**src/rtl/sddc_cfg_pkg.sv**
```systemverilog
// sdio config package
package sddc_cfg_pkg;

    // bus and field widths
    localparam int APB_AW      = 12;
    localparam int APB_DW      = 32;
    localparam int BAAW        = 18;                        // base address field
    localparam int NUM_IO_FUNC = 8;
    localparam int FIDX_W      = $clog2(NUM_IO_FUNC);       // function slot index

    // register map, byte addresses
    localparam logic [APB_AW-1:0] ADDR_IO     = 12'h000;    // pad control
    localparam logic [APB_AW-1:0] ADDR_AR     = 12'h004;    // reset key, write only
    localparam logic [APB_AW-1:0] ADDR_OCR    = 12'h010;
    localparam logic [APB_AW-1:0] ADDR_RDFF   = 12'h014;    // read fifo threshold
    localparam logic [APB_AW-1:0] ADDR_REV    = 12'h018;    // {cccr rev, sd spec rev}
    localparam logic [APB_AW-1:0] ADDR_BACSA  = 12'h01C;
    localparam logic [APB_AW-1:0] ADDR_BAIOFN = 12'h020;    // slot n at 0x20 + 4*n
    localparam logic [APB_AW-1:0] ADDR_WP     = 12'h080;
    localparam logic [APB_AW-1:0] ADDR_DSR    = 12'h084;

    // reset values and constants
    localparam logic [1:0]        IO_RESET      = 2'b10;    // clk pull-up on, pads off
    localparam logic [APB_DW-1:0] AR_KEY        = 32'h0000_005A;
    localparam int                AR_EXT_CYCLES = 16;       // core reset stretch
    localparam int                AR_CNT_W      = $clog2(AR_EXT_CYCLES + 1);

    typedef enum logic [3:0] {
        SEL_NONE,   // unmapped
        SEL_IO,
        SEL_AR,
        SEL_OCR,
        SEL_RDFF,
        SEL_REV,
        SEL_BACSA,
        SEL_BAIOFN,
        SEL_WP,
        SEL_DSR
    } reg_sel_e;

    // every stored register, handed to the core as one bundle
    typedef struct packed {
        logic [1:0]                        io;              // [1] clk pull-up, [0] pad enable
        logic [23:0]                       ocr;
        logic [7:0]                        rd_fifo_threshold;
        logic [7:0]                        cccr_sdio_rev;
        logic [7:0]                        sd_spec_rev;
        logic [BAAW-1:0]                   base_addr_csa;
        logic [NUM_IO_FUNC-1:0][BAAW-1:0]  base_addr_io_func;
        logic                              write_protect;
        logic [15:0]                       dsr;
    } cfg_t;

endpackage

```
**src/rtl/cfg_bus_if.sv**
```systemverilog
// decoded apb access bus
interface cfg_bus_if;

    logic                                  wr_en;      // access phase of a mapped write
    logic                                  rd_en;      // setup phase of a read
    sddc_cfg_pkg::reg_sel_e                sel;
    logic [sddc_cfg_pkg::FIDX_W-1:0]       func_idx;   // valid for SEL_BAIOFN only
    logic [sddc_cfg_pkg::APB_DW-1:0]       wdata;

    // decoder drives everything
    modport decoder (
        output wr_en, rd_en, sel, func_idx, wdata
    );

    // register bank and reset generator only look at writes
    modport bank (
        input wr_en, sel, func_idx, wdata
    );

    modport readback (
        input rd_en, sel, func_idx
    );

endinterface

```
**src/rtl/apb_decode.sv**
```systemverilog
// apb address decode
module apb_decode (
    input  logic                              i_psel,
    input  logic                              i_penable,
    input  logic                              i_pwrite,
    input  logic [sddc_cfg_pkg::APB_AW-1:0]   i_paddr,
    input  logic [sddc_cfg_pkg::APB_DW-1:0]   i_pwdata,
    cfg_bus_if.decoder                        bus
);

    logic [sddc_cfg_pkg::APB_AW-1:0] paddr_w;     // word aligned, byte lanes ignored
    logic [sddc_cfg_pkg::APB_AW-1:0] func_off;    // offset into function slot window

    assign paddr_w  = {i_paddr[sddc_cfg_pkg::APB_AW-1:2], 2'b00};
    assign func_off = paddr_w - sddc_cfg_pkg::ADDR_BAIOFN;   // wraps high below the window

    always_comb begin
        bus.sel      = sddc_cfg_pkg::SEL_NONE;
        bus.func_idx = func_off[sddc_cfg_pkg::FIDX_W+1:2];   // don't care outside window
        case (paddr_w)
            sddc_cfg_pkg::ADDR_IO:    bus.sel = sddc_cfg_pkg::SEL_IO;
            sddc_cfg_pkg::ADDR_AR:    bus.sel = sddc_cfg_pkg::SEL_AR;
            sddc_cfg_pkg::ADDR_OCR:   bus.sel = sddc_cfg_pkg::SEL_OCR;
            sddc_cfg_pkg::ADDR_RDFF:  bus.sel = sddc_cfg_pkg::SEL_RDFF;
            sddc_cfg_pkg::ADDR_REV:   bus.sel = sddc_cfg_pkg::SEL_REV;
            sddc_cfg_pkg::ADDR_BACSA: bus.sel = sddc_cfg_pkg::SEL_BACSA;
            sddc_cfg_pkg::ADDR_WP:    bus.sel = sddc_cfg_pkg::SEL_WP;
            sddc_cfg_pkg::ADDR_DSR:   bus.sel = sddc_cfg_pkg::SEL_DSR;
            default: begin
                // eight base address slots, 4 bytes apart
                if (func_off < sddc_cfg_pkg::NUM_IO_FUNC * 4) begin
                    bus.sel = sddc_cfg_pkg::SEL_BAIOFN;
                end
            end
        endcase
    end

    // write lands at the end of the access cycle, read data is fetched in setup
    assign bus.wr_en = i_psel & i_penable & i_pwrite & (bus.sel != sddc_cfg_pkg::SEL_NONE);
    assign bus.rd_en = i_psel & ~i_penable & ~i_pwrite;
    assign bus.wdata = i_pwdata;

endmodule

```
**src/rtl/apb_readback.sv**
```systemverilog
// apb read data return
module apb_readback (
    input  logic                              clk,
    input  logic                              i_rst_n,
    cfg_bus_if.readback                       bus,
    input  sddc_cfg_pkg::cfg_t                i_cfg,
    output logic [sddc_cfg_pkg::APB_DW-1:0]   o_prdata
);

    logic [sddc_cfg_pkg::APB_DW-1:0] rdata;   // selected field, zero extended

    always_comb begin
        rdata = '0;
        case (bus.sel)
            sddc_cfg_pkg::SEL_IO:     rdata[1:0]  = i_cfg.io;
            sddc_cfg_pkg::SEL_OCR:    rdata[23:0] = i_cfg.ocr;
            sddc_cfg_pkg::SEL_RDFF:   rdata[7:0]  = i_cfg.rd_fifo_threshold;
            sddc_cfg_pkg::SEL_REV:    rdata[15:0] = {i_cfg.cccr_sdio_rev, i_cfg.sd_spec_rev};
            sddc_cfg_pkg::SEL_BACSA: begin
                rdata[sddc_cfg_pkg::BAAW-1:0] = i_cfg.base_addr_csa;
            end
            sddc_cfg_pkg::SEL_BAIOFN: begin
                rdata[sddc_cfg_pkg::BAAW-1:0] = i_cfg.base_addr_io_func[bus.func_idx];
            end
            sddc_cfg_pkg::SEL_WP:     rdata[0]    = i_cfg.write_protect;
            sddc_cfg_pkg::SEL_DSR:    rdata[15:0] = i_cfg.dsr;
            default: begin
                // key register and holes read as zero
                rdata = '0;
            end
        endcase
    end

    // loaded in setup, so it is steady for the whole access cycle
    always_ff @(posedge clk or negedge i_rst_n) begin
        if (!i_rst_n) begin
            o_prdata <= '0;
        end else if (bus.rd_en) begin
            o_prdata <= rdata;
        end
    end

endmodule

```
**src/rtl/core_reset_gen.sv**
```systemverilog
// core reset stretcher
module core_reset_gen (
    input  logic        clk,
    input  logic        i_rst_n,
    cfg_bus_if.bank     bus,
    output logic        o_core_rst_n
);

    localparam logic [sddc_cfg_pkg::AR_CNT_W-1:0] CNT_LOAD =
        sddc_cfg_pkg::AR_CNT_W'(sddc_cfg_pkg::AR_EXT_CYCLES);

    logic                                 key_hit;    // key written to the reset register
    logic [sddc_cfg_pkg::AR_CNT_W-1:0]    cnt_q;
    logic [sddc_cfg_pkg::AR_CNT_W-1:0]    cnt_d;

    assign key_hit = bus.wr_en & (bus.sel == sddc_cfg_pkg::SEL_AR)
                   & (bus.wdata == sddc_cfg_pkg::AR_KEY);

    // reload on a key, even mid stretch
    always_comb begin
        if (key_hit) begin
            cnt_d = CNT_LOAD;
        end else if (cnt_q != '0) begin
            cnt_d = cnt_q - 1'b1;
        end else begin
            cnt_d = cnt_q;
        end
    end

    always_ff @(posedge clk or negedge i_rst_n) begin
        if (!i_rst_n) begin
            cnt_q        <= CNT_LOAD;          // power-on gets the same stretch
            o_core_rst_n <= 1'b0;
        end else begin
            cnt_q        <= cnt_d;
            o_core_rst_n <= (cnt_d == '0);    // low from the key edge on
        end
    end

endmodule

```
**src/rtl/sddc_cfg_top.sv**
```systemverilog
// sdio device config wrapper
module sddc_cfg_top (
    input  logic                                    clk,
    input  logic                                    i_rst_n,
    input  logic                                    i_core_cmd_en,    // from sdio core
    input  logic [3:0]                              i_core_data_en,
    // apb slave, zero wait states
    input  logic                                    i_psel,
    input  logic                                    i_penable,
    input  logic                                    i_pwrite,
    input  logic [sddc_cfg_pkg::APB_AW-1:0]         i_paddr,
    input  logic [sddc_cfg_pkg::APB_DW-1:0]         i_pwdata,
    output logic [sddc_cfg_pkg::APB_DW-1:0]         o_prdata,
    // pads and core reset
    output logic                                    o_cmd_oe,
    output logic [3:0]                              o_dat_oe,
    output logic                                    o_clk_pu,
    output logic                                    o_core_rst_n,
    // config to the sdio core
    output logic [23:0]                             o_ocr,
    output logic [7:0]                              o_rd_fifo_threshold,
    output logic [7:0]                              o_cccr_sdio_rev,
    output logic [7:0]                              o_sd_spec_rev,
    output logic [sddc_cfg_pkg::BAAW-1:0]           o_base_addr_csa,
    output logic [sddc_cfg_pkg::NUM_IO_FUNC-1:0][sddc_cfg_pkg::BAAW-1:0] o_base_addr_io_func,
    output logic                                    o_write_protect,
    output logic [15:0]                             o_dsr
);

    sddc_cfg_pkg::cfg_t cfg;    // register bank contents

    cfg_bus_if bus ();

    apb_decode apb_decode_inst (
        .i_psel    (i_psel),
        .i_penable (i_penable),
        .i_pwrite  (i_pwrite),
        .i_paddr   (i_paddr),
        .i_pwdata  (i_pwdata),
        .bus       (bus.decoder)
    );

    sddc_ctrl_regs sddc_ctrl_regs_inst (
        .clk            (clk),
        .i_rst_n        (i_rst_n),
        .bus            (bus.bank),
        .i_core_cmd_en  (i_core_cmd_en),
        .i_core_data_en (i_core_data_en),
        .o_cfg          (cfg),
        .o_cmd_oe       (o_cmd_oe),
        .o_dat_oe       (o_dat_oe),
        .o_clk_pu       (o_clk_pu)
    );

    core_reset_gen core_reset_gen_inst (
        .clk          (clk),
        .i_rst_n      (i_rst_n),
        .bus          (bus.bank),
        .o_core_rst_n (o_core_rst_n)
    );

    apb_readback apb_readback_inst (
        .clk      (clk),
        .i_rst_n  (i_rst_n),
        .bus      (bus.readback),
        .i_cfg    (cfg),
        .o_prdata (o_prdata)
    );

    // fan the bundle out to the core side
    assign o_ocr               = cfg.ocr;
    assign o_rd_fifo_threshold = cfg.rd_fifo_threshold;
    assign o_cccr_sdio_rev     = cfg.cccr_sdio_rev;
    assign o_sd_spec_rev       = cfg.sd_spec_rev;
    assign o_base_addr_csa     = cfg.base_addr_csa;
    assign o_base_addr_io_func = cfg.base_addr_io_func;
    assign o_write_protect     = cfg.write_protect;
    assign o_dsr               = cfg.dsr;

endmodule

```
**src/rtl/sddc_ctrl_regs.sv**
```systemverilog
// config register bank
module sddc_ctrl_regs (
    input  logic                    clk,
    input  logic                    i_rst_n,
    cfg_bus_if.bank                 bus,
    input  logic                    i_core_cmd_en,
    input  logic [3:0]              i_core_data_en,
    output sddc_cfg_pkg::cfg_t      o_cfg,
    output logic                    o_cmd_oe,
    output logic [3:0]              o_dat_oe,
    output logic                    o_clk_pu
);

    sddc_cfg_pkg::cfg_t cfg_q;
    logic               pad_en;     // io bit 0

    // each write keeps only the low bits that fit the field
    always_ff @(posedge clk or negedge i_rst_n) begin
        if (!i_rst_n) begin
            cfg_q    <= '0;
            cfg_q.io <= sddc_cfg_pkg::IO_RESET;   // pull-up on, pads released
        end else if (bus.wr_en) begin
            case (bus.sel)
                sddc_cfg_pkg::SEL_IO: begin
                    cfg_q.io <= bus.wdata[1:0];
                end
                sddc_cfg_pkg::SEL_OCR: begin
                    cfg_q.ocr <= bus.wdata[23:0];
                end
                sddc_cfg_pkg::SEL_RDFF: begin
                    cfg_q.rd_fifo_threshold <= bus.wdata[7:0];
                end
                sddc_cfg_pkg::SEL_REV: begin
                    cfg_q.cccr_sdio_rev <= bus.wdata[15:8];   // upper byte
                    cfg_q.sd_spec_rev   <= bus.wdata[7:0];
                end
                sddc_cfg_pkg::SEL_BACSA: begin
                    cfg_q.base_addr_csa <= bus.wdata[sddc_cfg_pkg::BAAW-1:0];
                end
                sddc_cfg_pkg::SEL_BAIOFN: begin
                    // only the addressed slot moves
                    cfg_q.base_addr_io_func[bus.func_idx] <=
                        bus.wdata[sddc_cfg_pkg::BAAW-1:0];
                end
                sddc_cfg_pkg::SEL_WP: begin
                    cfg_q.write_protect <= bus.wdata[0];
                end
                sddc_cfg_pkg::SEL_DSR: begin
                    cfg_q.dsr <= bus.wdata[15:0];
                end
                default: begin
                    // key register lives in core_reset_gen, nothing stored here
                end
            endcase
        end
    end

    assign o_cfg = cfg_q;

    // pad drivers follow the core only while pads are enabled
    assign pad_en   = cfg_q.io[0];
    assign o_cmd_oe = pad_en & i_core_cmd_en;
    assign o_dat_oe = {4{pad_en}} & i_core_data_en;
    assign o_clk_pu = cfg_q.io[1];          // clock pad pull-up

endmodule

```
**config.mk**
```make
export PLATFORM = sky130hd
export DESIGN_NAME = sddc_cfg_top
export DESIGN_NICKNAME = d
export VERILOG_FILES = /design/src/rtl/sddc_cfg_pkg.sv /design/src/rtl/cfg_bus_if.sv /design/src/rtl/apb_decode.sv /design/src/rtl/apb_readback.sv /design/src/rtl/core_reset_gen.sv /design/src/rtl/sddc_cfg_top.sv /design/src/rtl/sddc_ctrl_regs.sv
export SDC_FILE = /design/constraint.sdc
export NUM_CORES = 1
export LEC_CHECK = 0
export BUFFER_PORTS_ARGS = -buffer_cell sky130_fd_sc_hd__buf_2
export CAP_MARGIN = 20
export CORE_MARGIN = 1.5
export CORE_UTILIZATION = 40
export CTS_CLUSTER_SIZE = 8
export DETAILED_ROUTE_END_ITERATION = 8
export PLACE_DENSITY = 0.7
export SYNTH_ARGS = -nofsm -noshare
export SYNTH_HDL_FRONTEND = slang
export SYNTH_HIERARCHICAL = 1
export SYNTH_SLANG_ARGS = --single-unit
```
**constraint.sdc**
```tcl
create_clock -name clk -period 1.6 [get_ports clk]
set_input_delay 0 -clock clk [delete_from_list [all_inputs] [get_ports clk]]
set_output_delay 0 -clock clk [all_outputs]
set_load 0.02 [all_outputs]
```
==> impl_metrics.env <==
export IMPL_status="finished with violations"
export IMPL_violations="negative hold slack, negative setup slack"
export IMPL_crit_required_ns=2.00
export IMPL_grt_pass1_vias=10630
export IMPL_wl_per_cell_um=24.56
export IMPL_fp_dieW_um=181.1
export IMPL_initial_core_util_pct=40.42
export IMPL_fin_crit_ns=1.832
export IMPL_max_cap_violations=0
export IMPL_hold_class="input pin to flip-flop"
export IMPL_peakVddDrop_mv=0.6461
export IMPL_cp_max_fo=18
export IMPL_rows=65
export IMPL_p_total_uw=14700
export IMPL_synth_flop_cell="dfrtp_1"
export IMPL_critPathKind="input pin to flip-flop"
export IMPL_drtIter0Drc=611
export IMPL_area_growth_pct=45.86
export IMPL_report_final_setup_viol=254
export IMPL_dpl_hpwl_mm=28.98
export IMPL_grt_max_degree=70
export IMPL_fin_ws_ns=-0.2315
export IMPL_clock_path_buffers=3
export IMPL_timing_fmax_mhz=546.0
export IMPL_nFillCells=2423
export IMPL_cts_num_sinks=259
export IMPL_p_leak_uw=0.009475
export IMPL_num_antenna_cells=0
export IMPL_insertion_delay_ns=0.52
export IMPL_hold_slack_ns=-0.005149
export IMPL_tns_ns=-38.35
export IMPL_avgSynthCellArea_um2=13.51
export IMPL_die_height_um=181.1
export IMPL_nNetsFinal=1455
export IMPL_ant_nets=0
export IMPL_via_per_inst=5.562
export IMPL_power_density_nw_per_um2=794.3
export IMPL_synth_enable_flop_cells=0
export IMPL_ys_types=68
export IMPL_synth_seq_cells=259
export IMPL_vias=10100
export IMPL_end_kind="flip-flop"
export IMPL_worst_pin_slew_ns=0.5587
export IMPL_cts_buffers=38
export IMPL_path_clk_slew_ns=0.05
export IMPL_slew_headroom_pct=62.75
export IMPL_grt_total_usage_pct=26.33
export IMPL_arrival_ns=2.23
export IMPL_async_reset_ff_share_pct=100.0
export IMPL_fin_crit_sh_pct=114.5
export IMPL_dieArea_um2=32800
export IMPL_root_buffer="clkbuf_16"
export IMPL_antenna_found_initial=0
export IMPL_core_um2=31390
export IMPL_rsz0062_at_grt="true"
export IMPL_skew_ns=0.01924
export IMPL_wl_mm=44.59
export IMPL_route_detailed_drc=0
export IMPL_cts_htree_levels=2
export IMPL_grt_ovfl_total=0
export IMPL_first_pass_iters=4
export IMPL_place_gp_congestion=0.9002
export IMPL_yosys_warnings=6
export IMPL_grt_pass1_wl_mm=65.87
export IMPL_crit_path_start_kind="input pin"
export IMPL_layout_drive_gt1_share_pct=62.38
export IMPL_top_usage_layer="met2"
export IMPL_met2_usage_pct=44.12
export IMPL_cts_tree="built"
export IMPL_grt_use_met3_pct=5.140
export IMPL_grt_util_met1_pct=33.23
export IMPL_io_buffers=309
export IMPL_ys_seq_area_share_pct=51.09
export IMPL_syn_inst=939
export IMPL_hold_viol_final=1
export IMPL_syn_area_um2=12690
export IMPL_io_pins=320
export IMPL_slew_viol_final=0
-- area by class of cell --
class                   instances  area [µm²]  share of cell area (%)
multi-input cells             546        6340                   34.25
clock buffers                  52        1025                   5.536
flip-flops and latches        259        6484                   35.03
well taps                     402       503.0                   2.717
clock inverters                 3       37.54                  0.2028
inverters                      25       96.34                  0.5205
repair buffers                529        4024                   21.74
-- what timing repair did --
item / 4_1_cts / 5_1_grt
pin swaps: 24 / 18
buffers inserted: 33 / 13
cloned: 12 / 7
hold buffers: 32 / 0
hold endpoints to repair: 407 / 0
gates resized for setup: 146 / 83
endpoints found under the setup margin: 258 / 257
-- cells in the final DEF (no fill, tap or decap), types with 7 or more instances in the layout --
cell type,netlist,routed
nand2b_1,10,8
o21ai_0,9,8
a22oi_1,25,15
nand3_1,11,9
buf_4,49,120
mux2_2,223,117
nand2_1,13,10
nor2b_1,19,16
nor2_1,16,13
a22oi_2,0,10
buf_2,28,301
clkbuf_16,0,43
and2_1,16,15
a21oi_1,11,8
mux4_2,25,25
mux2_4,10,116
buf_16,0,9
mux2i_1,8,8
nand3b_1,7,7
inv_1,25,23
conb_1,1,8
clkbuf_1,29,13
dlygate4sd3_1,0,31
dfrtp_1,257,257
o21a_1,9,9
o221ai_2,0,9
mux4_1,9,9
buf_12,1,25
buf_6,5,34
-- kinds of logic after synthesis --
family / synth area share [%]
mux: 27.90
xor+xnor: 0.2761
simple gates: 7.533
fa+ha+maj: 0.2761
buf+inv: 6.409
other cells: 0.02955
compound gates: 6.478
flops: 51.09
-- synthesized netlist by cell type (3+ instances only) --
master | instances | area [µm²]
mux2_4 | 10 | 150.1
nand2_1 | 13 | 48.80
inv_1 | 25 | 93.84
mux2_2 | 223 | 2511
clkbuf_1 | 29 | 108.9
buf_4 | 49 | 367.9
mux4_1 | 9 | 236.5
nand2b_1 | 10 | 62.56
nand3b_1 | 7 | 52.55
o221ai_1 | 13 | 113.9
mux2i_1 | 8 | 80.08
or3_1 | 5 | 31.28
a31oi_1 | 6 | 37.54
buf_6 | 5 | 56.30
mux4_2 | 25 | 563.0
o21ai_0 | 9 | 45.04
a22oi_1 | 25 | 187.7
nor3_2 | 6 | 60.06
nor4bb_1 | 5 | 50.05
nand3_1 | 11 | 55.05
o21a_1 | 9 | 67.56
nor2_1 | 16 | 60.06
nor3b_1 | 5 | 37.54
buf_1 | 3 | 11.26
a32oi_1 | 4 | 35.03
nor3_1 | 7 | 35.03
nand4_1 | 4 | 25.02
and2_1 | 16 | 100.1
o2111ai_1 | 8 | 70.07
dfrtp_1 | 257 | 6431
o221a_1 | 3 | 33.78
xnor2_1 | 3 | 26.28
nor2b_1 | 19 | 118.9
nor4_1 | 5 | 31.28
o211ai_1 | 6 | 45.04
buf_2 | 28 | 140.1
a21oi_1 | 11 | 55.05
-- path summary, 6_finish.rpt --
path / start / endpoint / slack, ns / depth (start not counted)
worst max-delay path: i_paddr[9] / sddc_ctrl_regs_inst/o_cfg[116] / -0.23 / 10
worst max register to register: sddc_ctrl_regs_inst/o_cfg[125] / apb_readback_inst/o_prdata[0] / -0.03 / 4
min in group asynchronous: i_rst_n / sddc_ctrl_regs_inst/o_cfg[153] / 0.11 / 3
max in group asynchronous: i_rst_n / sddc_ctrl_regs_inst/o_cfg[63] / 1.11 / 3
worst min register to register: apb_readback_inst/o_prdata[19] / apb_readback_inst/o_prdata[19] / 0.52 / 2
worst min-delay path: i_pwdata[26] / core_reset_gen_inst/cnt_q[4] / -0.005 / 5
-- report_power, final --
group / switching (µW) / internal [µW]
logic: 521 / 305
clock network: 2880 / 4410
registers: 5.91 / 6570
-- stage by stage --
step	setup slack, ns	util, %	hold slack [ns]	std cells	instance area, µm²
4_1_cts	-0.1936	57.44	0.01315	1800	18030
6_report	-0.2315	58.96	-0.005149	1816	18510
3_3_place_gp	-0.7773	49.25	-0.1128	1669	15460
5_1_grt	-0.2640	58.96	0.01154	1816	18510
3_5_place_dp	-0.8648	49.25	-0.1090	1669	15460
2_1_floorplan	-0.6566	-	-0.2956	946	12950
-- per-layer routing --
layer | wire (µm) | vias to the layer above
met2 | 21840 | 426
met3 | 2562 | 119
met4 | 2076 | 0
met5 | 0 | -
li1 | - | 4351
met1 | 18110 | 5204
-- flip-flops by register name (all words and copies together) (netlist names) --
| register | count |
|---|---|
| core_reset_gen_inst/cnt_q | 5 |
| apb_readback_inst/o_prdata | 24 |
| core_reset_gen_inst/o_core_rst_n | 1 |
| sddc_ctrl_regs_inst/o_cfg | 229 |
-- worst max-delay path: stages --
cell and delay, ns:
buf_6 0.09, or4_4 0.62, a21oi_4 0.20, buf_6 0.15, buf_6 0.10, buf_6 0.08, nand4b_1 0.18, nor2_2 0.20
buf_12 0.21, mux2_2 0.36
No activity file was read; power rests on OpenSTA's default activity.
